--- src/bpu_cfg.svh ---
// branch prediction unit sizing: table depth, pc index/tag ranges, return stack depth
`ifndef BPU_CFG_SVH
`define BPU_CFG_SVH

// target buffer depth, one entry per instruction word slot
`define BPU_SIZE 512

// pc bits selecting the table entry
`define BPU_IDX_LO 2
`define BPU_IDX_HI 10

// tag covers pc bits 31 down to BPU_IDX_HI + 1
`define BPU_TAG_W 21

// return address stack
`define RAS_SIZE 8
`define RAS_IDX_W 3

`endif
--- src/bpu_pkg.sv ---
// branch prediction types: jump classification and target buffer entry layout
`include "bpu_cfg.svh"

package bpu_pkg;

  // call pushes the return stack, ret is predicted from its top
  typedef enum logic [1:0] {
    jt_cond   = 2'b00,
    jt_call   = 2'b01,
    jt_ret    = 2'b10,
    jt_direct = 2'b11
  } jump_type_e;

  // 2 + 21 + 30 = 53 bits
  typedef struct packed {
    jump_type_e             jtype;
    logic [`BPU_TAG_W-1:0]  tag;
    logic [29:0]            target;
  } btb_entry_t;

endpackage

--- src/fetch_predict.sv ---
// fetch group prediction: slot valid mask, first taken slot and next fetch pc
`timescale 1ns/1ps
`include "bpu_cfg.svh"

module fetch_predict
  import bpu_pkg::*;
(
  input  logic [31:0]                       pc,
  input  logic [3:0]                        rd_hit,
  input  btb_entry_t                        rd_entry [4],
  input  logic [29:0]                       top_addr,
  output logic [`BPU_IDX_HI-`BPU_IDX_LO:0]  rd_idx,
  output logic [`BPU_TAG_W-1:0]             rd_tag,
  output logic [31:0]                       next_pc,
  output logic [3:0]                        pc_valid,
  output logic [3:0]                        pc_is_jump,
  output logic                              pred_pop
);

  logic [3:0]  group_valid;
  logic        hit_any;
  logic [1:0]  hit_slot;
  btb_entry_t  sel_entry;

  assign rd_idx = pc[`BPU_IDX_HI:`BPU_IDX_LO];
  assign rd_tag = pc[31:`BPU_IDX_HI+1];

  // slots before the pc offset are not part of this fetch
  assign group_valid = 4'b1111 << pc[3:2];

  // scan high to low so the lowest hitting slot is kept
  always_comb begin
    hit_any  = 1'b0;
    hit_slot = 2'd0;
    for (int s = 3; s >= 0; s--)
    begin
      if (group_valid[s] && rd_hit[s])
      begin
        hit_any  = 1'b1;
        hit_slot = 2'(s);
      end
    end
  end

  assign sel_entry = rd_entry[hit_slot];

  always_comb begin
    if (hit_any)
    begin
      pc_is_jump = 4'b0001 << hit_slot;
      // keep slots up to and including the taken one
      pc_valid   = group_valid & ~(4'b1110 << hit_slot);
      if (sel_entry.jtype == jt_ret)
      begin
        next_pc = {top_addr, 2'b00};
      end
      else
      begin
        next_pc = {sel_entry.target, 2'b00};
      end
    end
    else
    begin
      pc_is_jump = 4'b0000;
      pc_valid   = group_valid;
      next_pc    = {pc[31:4] + 28'd1, 4'b0000};
    end
  end

  assign pred_pop = hit_any && (sel_entry.jtype == jt_ret);

endmodule

--- config.mk ---
export PLATFORM = sky130hd
export DESIGN_NAME = fetch_predict
export DESIGN_NICKNAME = d
export VERILOG_FILES = /design/src/bpu_pkg.sv /design/src/fetch_predict.sv
export VERILOG_INCLUDE_DIRS = /design/src /design/src/src
export SDC_FILE = /design/constraint.sdc
export NUM_CORES = 1
export LEC_CHECK = 0
export BUFFER_PORTS_ARGS = -buffer_cell sky130_fd_sc_hd__buf_2
export CORE_AREA = 5 5 133 135
export DETAILED_ROUTE_END_ITERATION = 10
export DIE_AREA = 0 0 138 140
export PLACE_DENSITY = 0.45
export SLEW_MARGIN = 20
export SYNTH_ARGS = -nofsm -noshare
export SYNTH_HDL_FRONTEND = slang
export SYNTH_SLANG_ARGS = --single-unit
--- constraint.sdc ---
create_clock -name vclk -period 5.6
set_clock_uncertainty 0.2 [all_clocks]
set_input_delay 0.56 -clock vclk [all_inputs]
set_output_delay 0.56 -clock vclk [all_outputs]
set_load 0.005 [all_outputs]
==> results.json <==
{
  "status": "finished, final reports clean",
  "worstSetupEndpointType": "output pin",
  "drt_wl_total_microns": 13800,
  "finalSetupTns_ns": 0,
  "drive_gt1_share_pct": 55.5,
  "grt_max_degree": 31,
  "overflow": 0,
  "ir_drop_mv": 0.0492,
  "seq_cells": 0,
  "finalPower_uw": 386,
  "dp_hpwl_microns": 11400,
  "pwr-share-seq_pct": 0,
  "synth_top_cell_by_area": "buf_4",
  "postRouteAntennaNets": 0,
  "fin_crit_ns": 4.26,
  "ctsHoldBuffers": 0,
  "place_congestion": 0.812,
  "post-cts-setup-buffers": 0,
  "arrival_ns": 3.50,
  "cap_violations": 0,
  "hold_start": "pc[12]",
  "power_density_mw_per_mm2": 107,
  "synth.area.top_cells": "buf_4 (11%), mux2i_1 (9.1%), o221a_1 (7.8%)",
  "wl_per_cell_microns": 18.5,
  "p_int_uw": 186,
  "hp-class": "primary input to output pin",
  "layout_common_cells": "buf_2 (261), nand2_1 (27), o21ai_0 (23), mux2i_1 (21), a22oi_1 (19)",
  "start_util_pct": 14.2,
  "max_freq_ghz": 0.235,
  "grt_usage_pct": 13.0,
  "synth_cell_type_count": 47,
  "core_region_area_sq_mm": 0.0163,
  "slew_headroom_pct": 37.0,
  "grt_first_pass_wirelength_microns": 20400,
  "crit_slowest_cell": "nand3_2",
  "cp.required_ns": 4.84,
  "min_period_over_period_pct": 76.1,
  "path_buf_inv": 3,
  "synthCells": 314,
  "clkbuf_count": 0,
  "drc": 0,
  "grt_setup_unrepaired": "false",
  "syn_to_final_growth_pct": 55.6,
  "diodes": 0,
  "avgSynthCellArea_sq_um": 7.38,
  "worst-path-stages": 9,
  "final_common_cell": "buf_2",
  "synth_top_area_share_pct": 11.0,
  "syn_area_sq_mm": 0.00232,
  "die_w_microns": 138,
  "worst_slew_pin_slew_ns": 0.945,
  "vias": 3333,
  "finalHoldViolCount": 0,
  "dieHeight_microns": 140,
  "yosys_warnings": 0,
  "crit_fanout": 22,
  "ios": 349,
  "dr.pass1.iters": 5,
  "seq_area_sq_um": 0,
  "portBuffers": 261,
  "vias_per_cell": 4.46,
  "p_switching_uw": 200,
  "setup_viol": 0,
  "clock_power_share_pct": 0,
  "crit_path_start_kind": "primary input",
  "drtIter0Drc": 162,
  "cpLargestDelayFamily": "simple AND/OR/NAND/NOR gates",
  "swShare_pct": 51.8,
  "p_leak_nw": 1.73,
  "drv_slew": 0,
  "crit_chain": "buf_2 -> nor2b_1 -> o21bai_1 -> and3_2 -> buf_4 -> a221oi_4 -> nand3_2 -> o221a_2 -> buf_2",
  "grt_pass1_vias": 3486,
  "critPathKind": "primary input to output pin",
  "crit_top_cell": "buf_2",
  "min_to": "rd_tag[1]",
  "layout.nets": 809,
  "num_rows": 47,
  "hold_depth": 2,
  "comb_power_share_pct": 100.0,
  "fill_cells": 1909,
  "die_area_sq_mm": 0.0193,
  "cts_resized": 0,
  "antenna_found_initial": 0,
  "slowest_delay_ns": 0.65,
  "yosysSeqAreaShare_pct": 0
}
-- cells by family after synthesis --
group                    share of synthesized area, %
multiplexers                                     15.6
other                                           0.162
buffers and inverters                            16.9
AND/OR/NAND/NOR                                  16.9
AO/OA/AOI/OAI                                    40.9
XOR/XNOR                                         9.07
adder cells (fa/ha/maj)                         0.540
-- synthesized netlist by cell type (3+ instances only) --
| cell type | count |
|---|---|
| buf_6 | 3 |
| a22oi_1 | 19 |
| xor2_1 | 17 |
| and3_1 | 7 |
| nor2_1 | 7 |
| a21boi_0 | 9 |
| o221a_1 | 16 |
| o21bai_1 | 3 |
| xnor2_1 | 7 |
| mux2_2 | 10 |
| inv_1 | 7 |
| buf_4 | 34 |
| a222oi_1 | 11 |
| o22ai_1 | 7 |
| buf_2 | 4 |
| o21ai_0 | 23 |
| and2_1 | 5 |
| nand2_1 | 27 |
| nand3_1 | 12 |
| o221a_2 | 4 |
| nand4_1 | 7 |
| clkbuf_1 | 13 |
| nor4_1 | 3 |
| mux2i_1 | 21 |
| nor2b_1 | 5 |
| o31ai_1 | 7 |
-- how the worst max path moves through the flow --
stage	to	startpoint	slack (ns)
6_report	next_pc[6]	pc[3]	1.34
5_1_grt	next_pc[6]	pc[3]	1.13
4_1_cts	next_pc[6]	pc[3]	1.31
3_5_place_dp	next_pc[6]	pc[3]	1.31
3_3_place_gp	next_pc[6]	pc[3]	1.30
2_1_floorplan	next_pc[30]	pc[3]	2.35
-- metrics by stage --
step | hold slack [ns] | cells | utilization, % | setup WS (ns) | instance area, sq um
global placement | 1.14 | 748 | 22.1 | 1.30 | 3610
global route | 1.14 | 748 | 22.1 | 1.13 | 3610
floorplan | 0.956 | 315 | - | 2.35 | 2320
CTS | 1.14 | 748 | 22.1 | 1.31 | 3610
finish | 1.14 | 748 | 22.1 | 1.34 | 3610
detailed placement | 1.14 | 748 | 22.1 | 1.31 | 3610
-- power groups by stage --
stage          Clock (mW)  Sequential, mW  Combinational (mW)
3_5_place_dp            0               0               0.391
4_1_cts                 0               0               0.393
3_3_place_gp            0               0               0.393
6_report                0               0               0.386
5_1_grt                 0               0               0.422
2_1_floorplan           0               0               0.212
-- cell type report --
| type | instances | area [sq um] | share of cell area [%] |
|---|---|---|---|
| Tap cell | 220 | 275 | 7.63 |
| Timing Repair Buffer | 269 | 1370 | 37.9 |
| Inverter | 7 | 26.3 | 0.729 |
| Multi-Input combinational cell | 252 | 1940 | 53.7 |
-- layer usage --
layer	up-vias	GRT usage, %	routed length, microns
li1	1626	-	-
met4	0	0.572	50
met3	6	3.31	1100
met2	155	23.2	6770
met5	-	0	0
met1	1546	16.6	5920
Power figures use the tool's default switching activity.
