===== src/bpu_cfg.svh =====
// branch prediction unit sizing: table depth, pc index/tag ranges, return stack depth
`ifndef BPU_CFG_SVH
`define BPU_CFG_SVH

// target buffer depth, one entry per instruction word slot
`define BPU_SIZE 512

// pc bits selecting the table entry
`define BPU_IDX_LO 2
`define BPU_IDX_HI 10

// tag covers pc bits 31 down to BPU_IDX_HI + 1
`define BPU_TAG_W 21

// return address stack
`define RAS_SIZE 8
`define RAS_IDX_W 3

`endif

===== src/return_stack.sv =====
// return address stack, push from resolve, pop from resolve or on falling predict pop
`timescale 1ns/1ps
`include "bpu_cfg.svh"

module return_stack (
  input  logic        clk,
  input  logic        reset,
  input  logic        push,
  input  logic [29:0] push_addr,
  input  logic        res_pop,
  input  logic        pred_pop,
  output logic [29:0] top_addr
);

  logic [29:0]            entries [`RAS_SIZE];
  // one extra bit so a full stack is distinguishable from an empty one
  logic [`RAS_IDX_W:0]    ptr_q;
  logic [`RAS_IDX_W-1:0]  top_idx;
  logic                   pred_pop_q;
  logic                   pred_pop_fall;
  logic                   do_pop;

  assign top_idx       = ptr_q[`RAS_IDX_W-1:0] - 1'b1;
  assign top_addr      = entries[top_idx];
  // predicted return commits once fetch moves past it
  assign pred_pop_fall = pred_pop_q && !pred_pop;
  assign do_pop        = res_pop || pred_pop_fall;

  always_ff @(posedge clk) begin
    if (reset)
    begin
      ptr_q      <= '0;
      pred_pop_q <= 1'b0;
    end
    else
    begin
      pred_pop_q <= pred_pop;
      // push wins over a pop in the same cycle
      if (push)
      begin
        ptr_q <= ptr_q + 1'b1;
      end
      else if (do_pop)
      begin
        ptr_q <= ptr_q - 1'b1;
      end
    end
  end

  always_ff @(posedge clk) begin
    if (push)
    begin
      entries[ptr_q[`RAS_IDX_W-1:0]] <= push_addr;
    end
  end

  a_no_underflow : assert property (@(posedge clk) disable iff (reset)
    (do_pop && !push) |-> (ptr_q != '0))
    else $error("return stack pop while empty");

  a_no_overflow : assert property (@(posedge clk) disable iff (reset)
    push |-> (ptr_q != (`RAS_IDX_W + 1)'(`RAS_SIZE)))
    else $error("return stack push while full");

endmodule


===== config.mk =====
export PLATFORM = sky130hd
export DESIGN_NAME = return_stack
export DESIGN_NICKNAME = d
export VERILOG_FILES = /design/src/return_stack.sv
export VERILOG_INCLUDE_DIRS = /design/src /design/src/src
export SDC_FILE = /design/constraint.sdc
export NUM_CORES = 1
export LEC_CHECK = 0
export BUFFER_PORTS_ARGS = -buffer_cell sky130_fd_sc_hd__buf_4
export CAP_MARGIN = 30
export CORE_MARGIN = 8
export CORE_UTILIZATION = 60
export DETAILED_ROUTE_END_ITERATION = 8
export PLACE_DENSITY = 0.9
export SLEW_MARGIN = 20
export SYNTH_ARGS = -nofsm -noshare
export SYNTH_HDL_FRONTEND = slang
export SYNTH_SLANG_ARGS = --single-unit

===== constraint.sdc =====
create_clock -name clk -period 5.4 [get_ports clk]
set_clock_uncertainty 0.2 [all_clocks]
set_input_delay 0.81 -clock clk [delete_from_list [all_inputs] [get_ports clk]]
set_output_delay 0.81 -clock clk [all_outputs]
set_load 0.02 [all_outputs]

==> results.sh, run 1 <==
export IMPL_hold_buffers=0
export IMPL_synth_top_area_cell="edfxtp_1"
export IMPL_synth_edf_count=240
export IMPL_grt_usage_pct=20.4
export IMPL_grt_pass1_wl_um=30600
export IMPL_grt_max_degree=47
export IMPL_synth_distinct_cells=24
export IMPL_hold_path_class="in2reg"
export IMPL_seqCellArea_um2=7290
export IMPL_drt_wirelength_per_cell_um=25.5
export IMPL_path_clk_slew_ns=0.07
export IMPL_clk_latency_ns=0.52
export IMPL_maxCapViolations=0
export IMPL_routed_wl_um=20200
export IMPL_ys_seq_elements=244
export IMPL_fin_crit_sh_pct=85.7
export IMPL_initial_utilization_pct=60.8
export IMPL_drive_above_1_share_pct=36.2
export IMPL_placed_cell_area_um2=10500
export IMPL_arrival_ns=3.62
export IMPL_die_h_um=142
export IMPL_port_buffers=64
export IMPL_ir_worst_vdd_mv=0.320
export IMPL_synth_area_um2=9590
export IMPL_cts_sinks=244
export IMPL_finalHoldViolCount=0
export IMPL_power_density_nw_per_um2=445
export IMPL_num_vias=4900
export IMPL_die_width_um=142
export IMPL_cp_required_ns=4.39
export IMPL_syn_to_final_growth_pct=16.6
export IMPL_drt_vias_per_instance=6.17
export IMPL_clock_root_buffer="clkbuf_16"
export IMPL_cts_resized=0
export IMPL_setup_violations=0
export IMPL_max_freq_mhz=216
export IMPL_htreeDepth=1
export IMPL_multi_input_area_um2=2170
export IMPL_tightest_slew_ns=0.878
export IMPL_grt_overflow_total=0
export IMPL_fin_area_um2=11200
export IMPL_first_iter_violations=410
export IMPL_n_fill_cell=943
export IMPL_synth_top_cells_by_area="edfxtp_1 (75%), mux2_2 (7.0%), mux2i_1 (6.4%), a221oi_2 (4.7%), o22ai_1 (2.0%)"
export IMPL_async_flop_share_pct=0
export IMPL_setup_worst_path_start="ptr_q[0]"
export IMPL_drcViolationCount=0
export IMPL_rsz0062_at_grt="no"
export IMPL_setup_tns_final_ns=0
export IMPL_power_leakage_nw=3.75
export IMPL_syn_inst=483
export IMPL_yosysSeqAreaShare_pct=76.0
export IMPL_cp_start_kind="flip-flop"
export IMPL_die_area_um2=20300
export IMPL_clock_path_buffers=3
export IMPL_cts_made_buffers=24
export IMPL_post_cts_buffers=0
export IMPL_cts_tree="yes"
export IMPL_status="finished clean"
export IMPL_slew_viol_final=0
export IMPL_ys_flop_type="edfxtp_1"
export IMPL_slew_headroom_pct=41.1
export IMPL_endpoint_kind="output pin"
export IMPL_place_ws_ns=1.42
export IMPL_synth_top_area_share_pct=75.2
export IMPL_syn_avg_cell_area_um2=19.8
export IMPL_path_class="reg2out"
export IMPL_fin_crit_ns=4.63
export IMPL_syn_nets=520
export IMPL_nets=601
export IMPL_cp_max_fo=18
export IMPL_yosys_warnings=0
export IMPL_timing_rr_start="ptr_q[2]"
export IMPL_setup_ws_ns=0.771
export IMPL_grt_pass1_vias=5287
export IMPL_rows=46
export IMPL_dp_final_hpwl_um=12100
export IMPL_antenna_left=0
export IMPL_gp_congestion=0.746
export IMPL_antenna_found_initial=0
export IMPL_antenna_cells=0
export IMPL_pin_count=65
export IMPL_core_area_um2=15800
export IMPL_first_pass_iters=4
export IMPL_hp_start="reset"
==> sequential cells by signal, indices dropped and copies added (netlist names) <==
| signal | cells |
|---|---|
| ptr_q | 3 |
| entries | 240 |
| pred_pop_q | 1 |
==> kinds of logic after synthesis <==
group | after synthesis | synth area share [%]
multiplexers | 121 | 13.4
AO/OA/AOI/OAI | 63 | 6.84
XOR/XNOR | 3 | 0.274
buffers and inverters | 29 | 2.18
AND/OR/NAND/NOR | 21 | 0.927
adder cells (fa/ha/maj) | 2 | 0.339
flip-flops | 244 | 76.0
==> where the power goes <==
group          switching (W)  total [W]  internal, W  leakage (nW)
Sequential         0.0000282    0.00221      0.00218          2.21
Combinational       0.000710    0.00122     0.000515          1.19
Clock               0.000649    0.00154     0.000887         0.342
Total                0.00139    0.00497      0.00358          3.75
==> worst max-delay path, stage by stage, from the launching register on <==
cell      delay (ns)
dfxtp_1         0.56
inv_1           0.26
ha_4            0.23
xnor2_1         0.51
nand2_1         0.65
buf_4           0.43
o22ai_1         0.20
a221oi_2        0.05
buf_4           0.18
==> area by class of cell <==
type,count,share of cell area [%]
clock buffer,32,5.83
tap,216,2.42
sequential,244,65.2
timing repair buffer,80,6.43
multi-input combinational,210,19.4
inverter,4,0.134
clock inverter,8,0.549
==> cells in the final DEF, fill, tap and decap left out, drive strengths merged <==
cell | netlist | layout
clkinv | 0 | 6
nand2b | 1 | 1
clkbuf | 0 | 32
a211oi | 1 | 1
mux2i | 61 | 61
xnor2 | 2 | 2
a221oi | 30 | 30
nor2b | 1 | 1
nand2 | 6 | 6
o22ai | 30 | 30
xor2 | 1 | 1
clkinvlp | 0 | 1
edfxtp | 240 | 240
fa | 1 | 1
o21ai | 1 | 1
or3 | 1 | 1
inv | 4 | 4
dfxtp | 4 | 4
ha | 1 | 1
bufinv | 0 | 1
nor2 | 10 | 10
mux2 | 60 | 60
nor3 | 2 | 2
buf | 25 | 80
a21oi | 1 | 1
==> cells in the mapped netlist, types with 3 or more instances <==
cell type,number
a221oi_2,30
buf_2,14
buf_4,4
buf_6,3
buf_8,4
dfxtp_1,4
edfxtp_1,240
inv_1,4
mux2_2,60
mux2i_1,61
nand2_1,6
nor2_1,10
o22ai_1,30
==> worst paths after layout <==
check | endpoint | slack [ns] | cells after the start
max | top_addr[8] | 0.77 | 8
min | ptr_q[2] | 0.28 | 2
max reg2reg | entries[0][10] | 2.92 | 3
min reg2reg | ptr_q[2] | 0.48 | 2
==> stage by stage <==
step	cells	power, W	hold WS, ns	utilization, %
finish	794	0.00497	0.280	70.9
detailed placement	754	0.00347	0.376	66.3
CTS	794	0.00500	0.268	70.9
global route	794	0.00513	0.268	70.9
global placement	748	0.00342	0.310	65.4
floorplan	483	0.00308	0.285	-
==> routing by layer <==
metal / routed length (um) / track usage (%)
met1: 7400 / 24.2
met2: 10700 / 35.1
met4: 615 / 10.0
met3: 1560 / 3.86
met5: 0 / 0
Note: power is estimated with default switching activity, not from simulation.
==> inputs of run 2 (changes only) <==
- GPL_TIMING_DRIVEN: not set -> 0
==> run 2 against run 1 <==
Against the previous run: worst hold slack better by 0.022 ns; die area unchanged; routed wire length rose by 0.76%; critical path depth stayed put; via count up 2.2%; critical endpoint is now top_addr[3]; largest cell class unchanged.
==> results.sh, run 2 (synthesis results as in run 1) <==
export IMPL_status="finished clean"
export IMPL_cts_sinks=244
export IMPL_routed_wl_um=20400
export IMPL_power_density_nw_per_um2=454
export IMPL_largest_register_ffs=240
export IMPL_finalHoldViolCount=0
export IMPL_htreeDepth=1
export IMPL_num_vias=5008
export IMPL_cts_tree="yes"
export IMPL_min_to="pred_pop_q"
export IMPL_rsz0062_at_grt="no"
export IMPL_maxCapViolations=0
export IMPL_slew_viol_final=0
export IMPL_grt_max_degree=22
export IMPL_place_inst=777
export IMPL_grt_usage_pct=20.5
export IMPL_antenna_left=0
export IMPL_grt_pass1_wl_um=31000
export IMPL_path_class="reg2out"
export IMPL_slew_headroom_pct=51.0
export IMPL_cp_max_fo=10
export IMPL_p_clk_share_pct=32.5
export IMPL_cts_resized=0
export IMPL_intPower_w=0.00374
export IMPL_core_area_um2=15800
export IMPL_setup_ws_ns=1.46
export IMPL_clk_latency_ns=0.51
export IMPL_die_area_um2=20300
export IMPL_final_common_cell="edfxtp_1"
export IMPL_place_ws_ns=2.05
export IMPL_setup_tns_final_ns=0
export IMPL_grt_overflow_total=0
export IMPL_clock_root_buffer="clkbuf_16"
export IMPL_hold_buffers=0
export IMPL_cp_start_kind="flip-flop"
export IMPL_rows=46
export IMPL_cts_made_buffers=24
export IMPL_first_pass_iters=5
export IMPL_max_freq_mhz=254
export IMPL_timing_rr_start="ptr_q[2]"
export IMPL_p_sw_w=0.00145
export IMPL_arrival_ns=2.93
export IMPL_final_cell_mix="edfxtp_1 (240), buf_4 (72), mux2i_1 (61)"
export IMPL_die_width_um=142
export IMPL_r2r_end="entries[0][5]"
export IMPL_antenna_found_initial=0
export IMPL_grt_pass1_vias=5441
export IMPL_die_h_um=142
export IMPL_dp_final_hpwl_um=12700
export IMPL_pin_count=65
export IMPL_endpoint_kind="output pin"
export IMPL_nets=624
export IMPL_power_leakage_nw=3.90
export IMPL_hold_path_class="in2reg"
export IMPL_first_iter_violations=501
export IMPL_clock_path_buffers=3
export IMPL_drive_above_1_share_pct=39.5
export IMPL_swShare_pct=27.9
export IMPL_syn_to_final_growth_pct=19.2
export IMPL_fin_crit_sh_pct=73.0
export IMPL_setup_violations=0
export IMPL_ir_worst_vdd_mv=0.410
export IMPL_cp_required_ns=4.39
export IMPL_reg2regPathDepth=4
export IMPL_rrSetupSlack_ns=3.19
export IMPL_hold_depth=2
export IMPL_gp_congestion=0.799
export IMPL_finalPower_w=0.00519
export IMPL_final_cell_count_no_fill=818
export IMPL_fin_crit_ns=3.94
export IMPL_port_buffers=64
export IMPL_drt_wirelength_per_cell_um=24.9
export IMPL_hp_start="reset"
export IMPL_post_cts_buffers=0
export IMPL_p_comb_share_pct=24.9
export IMPL_pwr_share_seq_pct=42.6
export IMPL_tightest_slew_ns=0.730
export IMPL_initial_utilization_pct=60.8
export IMPL_drt_vias_per_instance=6.12
export IMPL_path_clk_slew_ns=0.07
export IMPL_drcViolationCount=0
export IMPL_antenna_cells=0
[run 2: cell types whose count changed in the layout (fill, tap and decap cells not counted), sizes merged]
cell      previous run  this run
inv                  4         5
clkinv               6         5
bufinv               1         3
clkbuf              32        29
buf                 80       103
clkinvlp             1         3
[run 2: power by group through the flow]
stage	combinational [W]	clock, W	sequential [W]
floorplan	0.000836	0	0.00224
global placement	0.00121	0	0.00225
detailed placement	0.00128	0	0.00225
CTS	0.00130	0.00170	0.00221
global route	0.00136	0.00176	0.00221
finish	0.00129	0.00169	0.00221
[run 2: metal layers]
layer	share of wire (%)	track usage, %
met1	39	24.9
met2	53	35.8
met3	6.2	3.32
met4	2.6	8.50
met5	0	0
[run 2: final cells by class]
cell class | instances | area, um2
sequential | 244 | 7290
tap | 216 | 270
clock buffer | 29 | 651
timing repair buffer | 78 | 706
fill | 867 | 4350
multi-input combinational | 210 | 2140
clock inverter | 12 | 156
inverter | 4 | 15.0
buffer | 25 | 194
[run 2: worst max-delay path, stage by stage (launching register included)]
cell      delay [ns]
dfxtp_1         0.51
inv_1           0.18
ha_1            0.37
buf_4           0.21
buf_4           0.24
mux2_2          0.36
o22ai_1         0.27
a221oi_2        0.10
buf_4           0.19
[run 2: worst max-delay path by stage]
stage,start,end,slack [ns],cells after the start
2_1_floorplan,push,entries[0][0],1.77,2
3_3_place_gp,push,entries[4][10],-0.13,3
3_5_place_dp,ptr_q[0],top_addr[3],2.05,8
4_1_cts,ptr_q[0],top_addr[3],1.42,8
5_1_grt,ptr_q[0],top_addr[3],1.29,8
6_report,ptr_q[0],top_addr[3],1.46,8
[run 2: through the flow]
| step | hold slack, ns | utilization, % | cell area (um2) |
|---|---|---|---|
| finish | 0.302 | 72.4 | 11400 |
| global route | 0.290 | 72.4 | 11400 |
| CTS | 0.290 | 72.4 | 11400 |
| detailed placement | 0.355 | 67.3 | 10600 |
| global placement | 0.306 | 65.5 | 10300 |
| floorplan | 0.285 | - | 9590 |
