$ cat src/bpu_cfg.svh
// branch prediction unit sizing: table depth, pc index/tag ranges, return stack depth
`ifndef BPU_CFG_SVH
`define BPU_CFG_SVH

// target buffer depth, one entry per instruction word slot
`define BPU_SIZE 512

// pc bits selecting the table entry
`define BPU_IDX_LO 2
`define BPU_IDX_HI 10

// tag covers pc bits 31 down to BPU_IDX_HI + 1
`define BPU_TAG_W 21

// return address stack
`define RAS_SIZE 8
`define RAS_IDX_W 3

`endif
$ cat src/bpu_pkg.sv
// branch prediction types: jump classification and target buffer entry layout
`include "bpu_cfg.svh"

package bpu_pkg;

  // call pushes the return stack, ret is predicted from its top
  typedef enum logic [1:0] {
    jt_cond   = 2'b00,
    jt_call   = 2'b01,
    jt_ret    = 2'b10,
    jt_direct = 2'b11
  } jump_type_e;

  // 2 + 21 + 30 = 53 bits
  typedef struct packed {
    jump_type_e             jtype;
    logic [`BPU_TAG_W-1:0]  tag;
    logic [29:0]            target;
  } btb_entry_t;

endpackage

$ cat src/resolve_unit.sv
// execute resolve decode: table training strobes, stack requests and branch statistics
`timescale 1ns/1ps
`include "bpu_cfg.svh"

module resolve_unit
  import bpu_pkg::*;
(
  input  logic                                  clk,
  input  logic                                  reset,
  input  logic                                  es_valid1,
  input  logic                                  in_excp1,
  input  logic                                  is_etrn1,
  input  logic [31:0]                           es_pc1,
  input  logic                                  taken1,
  input  logic                                  pre_fail1,
  input  logic [31:0]                           right_target1,
  input  jump_type_e                            jump_type1,
  input  logic                                  es_valid2,
  input  logic                                  in_excp2,
  input  logic                                  is_etrn2,
  input  logic [31:0]                           es_pc2,
  input  logic                                  taken2,
  input  logic                                  pre_fail2,
  input  logic [31:0]                           right_target2,
  input  jump_type_e                            jump_type2,
  output logic                                  upd_en1,
  output logic                                  upd_taken1,
  output logic [`BPU_IDX_HI-`BPU_IDX_LO:0]      upd_idx1,
  output logic [`BPU_TAG_W-1:0]                 upd_tag1,
  output btb_entry_t                            upd_entry1,
  output logic                                  upd_en2,
  output logic                                  upd_taken2,
  output logic [`BPU_IDX_HI-`BPU_IDX_LO:0]      upd_idx2,
  output logic [`BPU_TAG_W-1:0]                 upd_tag2,
  output btb_entry_t                            upd_entry2,
  output logic                                  push,
  output logic [29:0]                           push_addr,
  output logic                                  res_pop,
  output logic [15:0]                           branch_count,
  output logic [15:0]                           hit_count
);

  logic call1;
  logic call2;
  logic ret1;
  logic ret2;

  // exception and exception return cancel training
  assign upd_en1    = es_valid1 && !in_excp1 && !is_etrn1;
  assign upd_en2    = es_valid2 && !in_excp2 && !is_etrn2;
  assign upd_taken1 = taken1;
  assign upd_taken2 = taken2;
  assign upd_idx1   = es_pc1[`BPU_IDX_HI:`BPU_IDX_LO];
  assign upd_idx2   = es_pc2[`BPU_IDX_HI:`BPU_IDX_LO];
  assign upd_tag1   = es_pc1[31:`BPU_IDX_HI+1];
  assign upd_tag2   = es_pc2[31:`BPU_IDX_HI+1];
  assign upd_entry1 = '{jtype: jump_type1, tag: upd_tag1, target: right_target1[31:2]};
  assign upd_entry2 = '{jtype: jump_type2, tag: upd_tag2, target: right_target2[31:2]};

  // taken calls and returns drive the stack
  assign call1 = upd_en1 && taken1 && (jump_type1 == jt_call);
  assign call2 = upd_en2 && taken2 && (jump_type2 == jt_call);
  assign ret1  = upd_en1 && taken1 && (jump_type1 == jt_ret);
  assign ret2  = upd_en2 && taken2 && (jump_type2 == jt_ret);

  assign push      = call1 || call2;
  // port 2 owns the stack when both ports call
  assign push_addr = call2 ? es_pc2[31:2] + 30'd1 : es_pc1[31:2] + 30'd1;
  assign res_pop   = ret1 || ret2;

  always_ff @(posedge clk) begin
    if (reset)
    begin
      branch_count <= '0;
      hit_count    <= '0;
    end
    else
    begin
      branch_count <= branch_count + 16'(upd_en1) + 16'(upd_en2);
      hit_count    <= hit_count + 16'(upd_en1 && !pre_fail1) + 16'(upd_en2 && !pre_fail2);
    end
  end

endmodule

$ cat config.mk
export PLATFORM = sky130hd
export DESIGN_NAME = resolve_unit
export DESIGN_NICKNAME = d
export VERILOG_FILES = /design/src/bpu_pkg.sv /design/src/resolve_unit.sv
export VERILOG_INCLUDE_DIRS = /design/src /design/src/src
export SDC_FILE = /design/constraint.sdc
export NUM_CORES = 1
export LEC_CHECK = 0
export BUFFER_PORTS_ARGS = -buffer_cell sky130_fd_sc_hd__buf_2
export CORE_AREA = 3 3 147 149
export DETAILED_ROUTE_END_ITERATION = 8
export DIE_AREA = 0 0 150 152
export HOLD_SLACK_MARGIN = 0.1
export PLACE_DENSITY = 0.55
export RECOVER_POWER = 100
export SLEW_MARGIN = 25
export SYNTH_ARGS = -nofsm -noshare
export SYNTH_HDL_FRONTEND = slang
export SYNTH_SLANG_ARGS = --single-unit
$ cat constraint.sdc
create_clock -name clk -period 7.5 [get_ports clk]
set_clock_uncertainty 0.05 [all_clocks]
set_input_delay 1.5 -clock clk [delete_from_list [all_inputs] [get_ports clk]]
set_output_delay 1.5 -clock clk [all_outputs]
set_load 0.005 [all_outputs]
==> impl_metrics.toml, run 1 <==
[timing]
period_share_pct = 85.7
rsz0062_at_grt = "no"
worst_slack_ns = 1.08
slew-limit-headroom_pct = 16.4
worst_pin_slew_ns = 1.25
setup_viol = 0
setup_tns_ns = 0
hold_slack_ns = 0.445
finalHoldViolations = 0
slew_violations = 0
max_freq_mhz = 156
fin_crit_ns = 6.42

[critical_path]
critPathArrivalTime_ns = 4.87
crit_top_cell = "clkbuf_1"
worstPathRequired_ns = 5.95
start_kind = "input pin"
crit_fanout = 19
critPathKind = "input pin to primary output"
cpMaxStageDelayCell = "clkbuf_1"
endpoint_kind = "primary output"
crit_chain = "buf_2, or3b_4, clkinv_1, nand2_1, clkbuf_1, a31oi_1, nor3_1, xnor2_1, mux2i_1, clkbuf_1"
path_buf_inv = 4
critPathMaxStageDelay_ns = 0.95
crit_family = "buffers and inverters"
reg2reg_slack_ns = 5.55

[drt]
viasPerCell = 4.35
drt_pass1_iterations = 5
route.detailed.drc = 0
final_antenna_net_count = 0
drtIter0Drc = 158
vias = 3838
wirelength_mm = 14.4
post_drt_wl_per_cell_um = 16.4

[clock_network]
holdBufCountCts = 0
numCtsBuffers = 5
htreeDepth = 2
cts-root-buf = "clkbuf_16"
clk_path_buf_depth = 2
cts_tree = "done"
path_clk_slew_ns = 0.05
clock-sinks = 32
postCtsSetupBuffers = 0
worstSkewPairLatency_ns = 0.27
post_cts_resize_count = 0

[synth]
synthTopCellsByCount = "169 x buf_4, 34 x nand2_1, 33 x xnor2_1"
mappedNetlistArea_sq_mm = 0.00418
async_flop_share_pct = 0
synth-warning-count = 0
synth_seq_area_share_pct = 15.3
synth.top_cell.area_share_pct = 30.4
synth_top_area_cell = "buf_4"
synth-edff-count = 0
synth_seq_cells = 32
synthTopCellsByArea = "buf_4 30%, dfxtp_1 15%, xnor2_1 6.9%"
syn-instance-count = 533
synthDistinctLibCells = 50
synth_fp_nets = 682
synth_most_common_cell = "buf_4"
avgSynthCellArea_sq_um = 7.84
ys.flop_type = "dfxtp_1"

[final_layout]
nNetsFinal = 760
nFillCells = 2394
utilization_pct = 21.6
drive_gt1_share_pct = 20.1
area_growth_pct = 4.76
fin_cells = 883
fin_area_sq_mm = 0.00438

[pwr]
power_density_mw_per_mm2 = 115
power_leakage_nw = 1.62
totalPowerFinal_uw = 503
irDropWorstVdd_v = 0.000123

[grt]
grt_pass1_vias = 3690
antenna_found_initial = 3
grt_max_degree = 33
grt_util_all_layers_pct = 12.0
overflow = 0
grt_pass1_wl_mm = 21.8

[run]
cap_violations = 0

[placed_design]
dp_hpwl_mm = 11.7
placedInstanceArea_sq_mm = 0.00447
port-buffer-count = 249
gp_congestion = 0.775
placed_cells = 874
post-place-ws_ns = 1.17

[run_status]
status = "finished clean"

[worst_hold_path]
hp-class = "register to register"

[floorplanning]
start_util_pct = 20.6
core_sq_mm = 0.0203
io_pins = 378
die_y_um = 152
dieArea_sq_mm = 0.0228
rows = 52
die-width_um = 150
==> area by class of cell <==
| type | instances | area (sq um) | share of cell area (%) |
|---|---|---|---|
| clock buffers | 8 | 146 | 3.34 |
| well taps | 270 | 338 | 7.72 |
| repair buffers | 251 | 1080 | 24.6 |
| multi-input cells | 314 | 2150 | 49.0 |
| flip-flops and latches | 32 | 641 | 14.6 |
| diodes | 1 | 2.50 | 0.0572 |
| inverters | 7 | 26.3 | 0.600 |
==> kinds of logic after synthesis <==
| family | Yosys count | share of synthesized area, % |
|---|---|---|
| AOI/OAI and AO/OA | 40 | 6.56 |
| xor gates and xnor gates | 59 | 12.4 |
| adders and majority gates | 5 | 1.86 |
| buffers and inverters | 187 | 32.3 |
| DFF | 32 | 15.3 |
| muxes | 27 | 6.47 |
| and+or+nand+nor | 183 | 25.2 |
==> tightest hold or removal path, delay by kind of cell (launching register included) <==
family	cells	cell delay, ns
AOI/OAI and AO/OA	2	0.13
DFF	1	0.32
==> registers in the layout (all words and copies together), names as in the netlist <==
name,cells
branch_count,16
hit_count,16
==> report_power, final <==
group	internal (mW)	total (mW)	switching, mW	leakage (nW)
Combinational	0.0504	0.129	0.0789	1.29
Clock	0.132	0.201	0.0688	0.0712
Sequential	0.172	0.173	0.00130	0.258
==> cell usage in the layout (no fill, tap or decap), drive strengths merged, types with 2 or more instances in the layout <==
cell / n
nand4b: 2
clkbuf: 161
and3b: 3
buf: 98
dfxtp: 32
nand3: 29
nor2b: 6
nor4b: 2
and2: 2
mux2i: 27
nand2: 34
a31oi: 3
nor2: 33
nand4: 17
nor3b: 5
ha: 3
a32oi: 2
a21oi: 10
xnor2: 33
nor3: 16
or3: 7
and3: 11
nor4: 9
o21a: 4
fa: 2
xor2: 26
and4: 3
a211oi: 4
o21ai: 14
inv: 6
==> layer usage <==
layer,global-route usage [%],part of all wire [%]
met1,14.6,40
met2,21.2,49
met3,2.83,10
met4,2.92,1.5
met5,0,0.19
==> worst paths after layout <==
path                   startpoint               to  cells past startpoint
hold / removal    branch_count[8]  branch_count[8]                      2
setup reg to reg     hit_count[3]    hit_count[15]                      6
setup / recovery        es_valid2    push_addr[21]                     10
hold reg to reg   branch_count[8]  branch_count[8]                      2
Note: power is estimated with default switching activity, not from simulation.
==> inputs of run 2 (changes only) <==
--- a/config.mk
+++ b/config.mk
@@ -7,9 +7,9 @@
 export NUM_CORES = 1
 export LEC_CHECK = 0
 export BUFFER_PORTS_ARGS = -buffer_cell sky130_fd_sc_hd__buf_2
-export CORE_AREA = 3 3 147 149
+export CORE_AREA = 2 2 146 148
 export DETAILED_ROUTE_END_ITERATION = 8
-export DIE_AREA = 0 0 150 152
+export DIE_AREA = 0 0 148 150
 export HOLD_SLACK_MARGIN = 0.1
 export PLACE_DENSITY = 0.55
 export RECOVER_POWER = 100
==> impl_metrics.toml, run 2 (synthesis results as in run 1) <==
[run_status]
status = "finished clean"

[grt]
overflow = 0
grt_util_all_layers_pct = 11.6
antenna_found_initial = 0
grt_pass1_wl_mm = 19.7
grt_pass1_vias = 3404
grt_max_degree = 33

[drt]
viasPerCell = 4.23
drtIter0Drc = 65
drt_pass1_iterations = 4
route.detailed.drc = 0
wirelength_mm = 13.8
vias = 3757
post_drt_wl_per_cell_um = 15.5
final_antenna_net_count = 0

[floorplanning]
die_y_um = 150
rows = 53
dieArea_sq_mm = 0.0222
start_util_pct = 20.2
io_pins = 378
die-width_um = 148
core_sq_mm = 0.0207

[clock_network]
holdBufCountCts = 0
path_clk_slew_ns = 0.05
cts-root-buf = "clkbuf_16"
clock-sinks = 32
clk_path_buf_depth = 2
cts_tree = "done"
postCtsSetupBuffers = 0
post_cts_resize_count = 0
numCtsBuffers = 5
htreeDepth = 2
worstSkewPairLatency_ns = 0.27

[placed_design]
post-place-ws_ns = 1.43
dp_hpwl_mm = 11.2
placedInstanceArea_sq_mm = 0.00447
gp_congestion = 0.756
placed_cells = 880
port-buffer-count = 249

[pwr]
power_density_mw_per_mm2 = 114
irDropWorstVdd_v = 0.000124
power_leakage_nw = 1.67
totalPowerFinal_uw = 502

[timing]
rsz0062_at_grt = "no"
hold_slack_ns = 0.466
period_share_pct = 84.7
fin_crit_ns = 6.35
slew_violations = 0
finalHoldViolations = 0
slew-limit-headroom_pct = 29.2
max_freq_mhz = 157
setup_viol = 0
worst_slack_ns = 1.15
setup_tns_ns = 0
worst_pin_slew_ns = 1.06

[final_layout]
drive_gt1_share_pct = 22.5
fin_area_sq_mm = 0.00440
final_cell_mix = "131 x clkbuf_1, 100 x buf_2, 34 x nand2_1"
diodes = 0
utilization_pct = 21.3
area_growth_pct = 5.33
final_common_cell = "clkbuf_1"
nNetsFinal = 761
reg.largest.list = "branch_count: 16 flops, hit_count: 16 flops"
fin_cells = 888

[critical_path]
worstPathRequired_ns = 5.95
crit_fanout = 11
reg2reg_slack_ns = 5.56
critPathKind = "input pin to primary output"
start_kind = "input pin"
critPathArrivalTime_ns = 4.80
endpoint_kind = "primary output"

[run]
cap_violations = 0

[worst_hold_path]
hp-class = "register to register"
[run 2: where the power goes]
| group | switching, mW | leakage [nW] | internal [mW] |
|---|---|---|---|
| Clock | 0.0691 | 0.0712 | 0.132 |
| Sequential | 0.00138 | 0.258 | 0.172 |
| Combinational | 0.0766 | 1.34 | 0.0509 |
| Total | 0.147 | 1.67 | 0.355 |
[run 2: final cells by class]
class / instances / area [sq um]
Sequential cell: 32 / 641
Timing Repair Buffer: 252 / 1100
Tap cell: 275 / 344
Clock buffer: 8 / 146
Inverter: 7 / 26.3
Fill cell: 2418 / 16300
Multi-Input combinational cell: 314 / 2140
[run 2: final timing paths]
| path | start | endpoint | depth (start not counted) |
|---|---|---|---|
| setup reg to reg | hit_count[3] | hit_count[15] | 6 |
| hold reg to reg | branch_count[8] | branch_count[8] | 2 |
| setup / recovery | is_etrn2 | push_addr[25] | 10 |
| hold / removal | branch_count[8] | branch_count[8] | 2 |
[run 2: layer usage]
metal | wire (um) | part of all wire [%] | global-route usage, %
met5 | 0 | 0 | 0
met4 | 391 | 2.8 | 4.29
met3 | 1060 | 7.7 | 2.77
met2 | 6620 | 48 | 20.5
met1 | 5720 | 41 | 13.6
[run 2: worst max-delay path, cell delays in order]
cell      delay, ns
buf_2          0.09
or3b_1         0.77
clkinv_1       0.16
clkbuf_1       0.51
a211oi_1       0.20
o22ai_1        0.86
nor3_1         0.27
nand2_1        0.15
xor2_1         0.15
clkbuf_1       0.13
==> inputs of run 3 (changes only) <==
--- a/config.mk
+++ b/config.mk
@@ -7,11 +7,11 @@
 export NUM_CORES = 1
 export LEC_CHECK = 0
 export BUFFER_PORTS_ARGS = -buffer_cell sky130_fd_sc_hd__buf_2
-export CORE_AREA = 2 2 146 148
+export CORE_AREA = 2 2 147 149
 export DETAILED_ROUTE_END_ITERATION = 8
-export DIE_AREA = 0 0 148 150
+export DIE_AREA = 0 0 149 151
 export HOLD_SLACK_MARGIN = 0.1
-export PLACE_DENSITY = 0.55
+export PLACE_DENSITY = 0.54
 export RECOVER_POWER = 100
 export SLEW_MARGIN = 25
 export SYNTH_ARGS = -nofsm -noshare
==> constraint.sdc (replaced) <==
create_clock -name clk -period 5.98 [get_ports clk]
set_clock_uncertainty 0.05 [all_clocks]
set_input_delay 1.196 -clock clk [delete_from_list [all_inputs] [get_ports clk]]
set_output_delay 1.196 -clock clk [all_outputs]
set_load 0.005 [all_outputs]
==> impl_metrics.toml, run 3 (synthesis results as in run 1) <==
[clock_network]
post_cts_resize_count = 0
numCtsBuffers = 5
clock-sinks = 32
path_clk_slew_ns = 0.05
clk_path_buf_depth = 2
holdBufCountCts = 0
worstSkewPairLatency_ns = 0.27
htreeDepth = 2
cts_tree = "done"
cts-root-buf = "clkbuf_16"
postCtsSetupBuffers = 0

[critical_path]
crit_fanout = 11
start_kind = "input pin"
endpoint_kind = "primary output"
crit_chain = "buf_2, or3b_4, clkinv_1, clkbuf_1, a211oi_1, o22ai_1, nor3_1, nand2_1, xor2_1, clkbuf_1"
critPathArrivalTime_ns = 4.19
critPathKind = "input pin to primary output"
worstPathRequired_ns = 4.73
crit_top_cell = "clkbuf_1"
cpMaxStageDelayCell = "o22ai_1"
critPathMaxStageDelay_ns = 0.84

[worst_hold_path]
hp-class = "register to register"

[placed_design]
gp_congestion = 0.777
port-buffer-count = 249
post-place-ws_ns = 0.545
dp_hpwl_mm = 11.7

[timing]
rsz0062_at_grt = "no"
slew-limit-headroom_pct = 30.5
setup_tns_ns = 0
fin_crit_ns = 5.44
slew_violations = 0
setup_viol = 0
finalHoldViolations = 0
worst_pin_slew_ns = 1.04
period_share_pct = 90.9
worst_slack_ns = 0.543
max_freq_mhz = 184

[floorplanning]
start_util_pct = 20.1
dieArea_sq_mm = 0.0225
die_y_um = 151
die-width_um = 149
io_pins = 378
rows = 53
core_sq_mm = 0.0208

[pwr]
power_density_mw_per_mm2 = 144
irDropWorstVdd_v = 0.000148
power_leakage_nw = 1.61

[final_layout]
final_common_cell = "clkbuf_1"
nNetsFinal = 763
drive_gt1_share_pct = 19.8
nFillCells = 2445
area_growth_pct = 5.06
final_cell_mix = "150 x clkbuf_1, 94 x buf_2, 34 x nand2_1"
diodes = 0
reg.largest.list = "branch_count: 16 flops, hit_count: 16 flops"

[run]
cap_violations = 0

[grt]
overflow = 0
grt_max_degree = 33
grt_util_all_layers_pct = 12.2
grt_pass1_vias = 3628
antenna_found_initial = 0
grt_pass1_wl_mm = 21.2

[drt]
route.detailed.drc = 0
post_drt_wl_per_cell_um = 16.2
final_antenna_net_count = 0
drt_pass1_iterations = 4
drtIter0Drc = 148
vias = 3871
viasPerCell = 4.35
wirelength_mm = 14.4

[run_status]
status = "finished clean"
==> run 3: stage by stage <==
step / utilization, % / hold WS [ns] / instance area, sq um / instances / power, mW
2_1_floorplan: - / 0.437 / 4180 / 533 / 0.363
3_3_place_gp: 21.6 / 0.440 / 4490 / 882 / 0.400
3_5_place_dp: 21.6 / 0.453 / 4490 / 882 / 0.400
4_1_cts: 22.3 / 0.463 / 4640 / 890 / 0.657
5_1_grt: 21.1 / 0.478 / 4390 / 890 / 0.667
6_report: 21.1 / 0.461 / 4390 / 890 / 0.633
==> run 3: final timing paths <==
check / endpoint / slack (ns) / cells past startpoint / from
setup / recovery: push_addr[25] / 0.54 / 10 / is_etrn2
hold / removal: branch_count[7] / 0.46 / 2 / branch_count[7]
setup reg to reg: hit_count[15] / 3.98 / 6 / hit_count[3]
hold reg to reg: branch_count[7] / 0.46 / 2 / branch_count[7]
==> run 3: layout make-up <==
class	instances	area, sq um	share of cell area [%]
Sequential cell	32	641	14.6
Clock inverter	2	10.0	0.228
Tap cell	275	344	7.84
Clock buffer	6	139	3.16
Multi-Input combinational cell	314	2140	48.8
Timing Repair Buffer	254	1090	24.8
Inverter	7	26.3	0.599
==> run 3: per-layer routing <==
layer / part of all wire, % / global-route usage [%] / up-vias
li1: - / - / 1818
met1: 42 / 14.9 / 1815
met2: 48 / 21.7 / 208
met3: 7.0 / 2.41 / 30
met4: 2.3 / 3.67 / 0
met5: 0 / 0 / -
==> run 3: worst max-delay path: cells and delay by family <==
kind / cells / cell delay, ns
buffers and inverters: 4 / 0.80
xor gates and xnor gates: 1 / 0.14
and+or+nand+nor: 3 / 0.99
AOI/OAI and AO/OA: 2 / 1.03
==> run 3: report_power, final <==
| part | switching (mW) | internal, mW | leakage (nW) |
|---|---|---|---|
| clock network | 0.0897 | 0.164 | 0.0766 |
| registers | 0.00166 | 0.215 | 0.258 |
| logic | 0.0991 | 0.0636 | 1.28 |
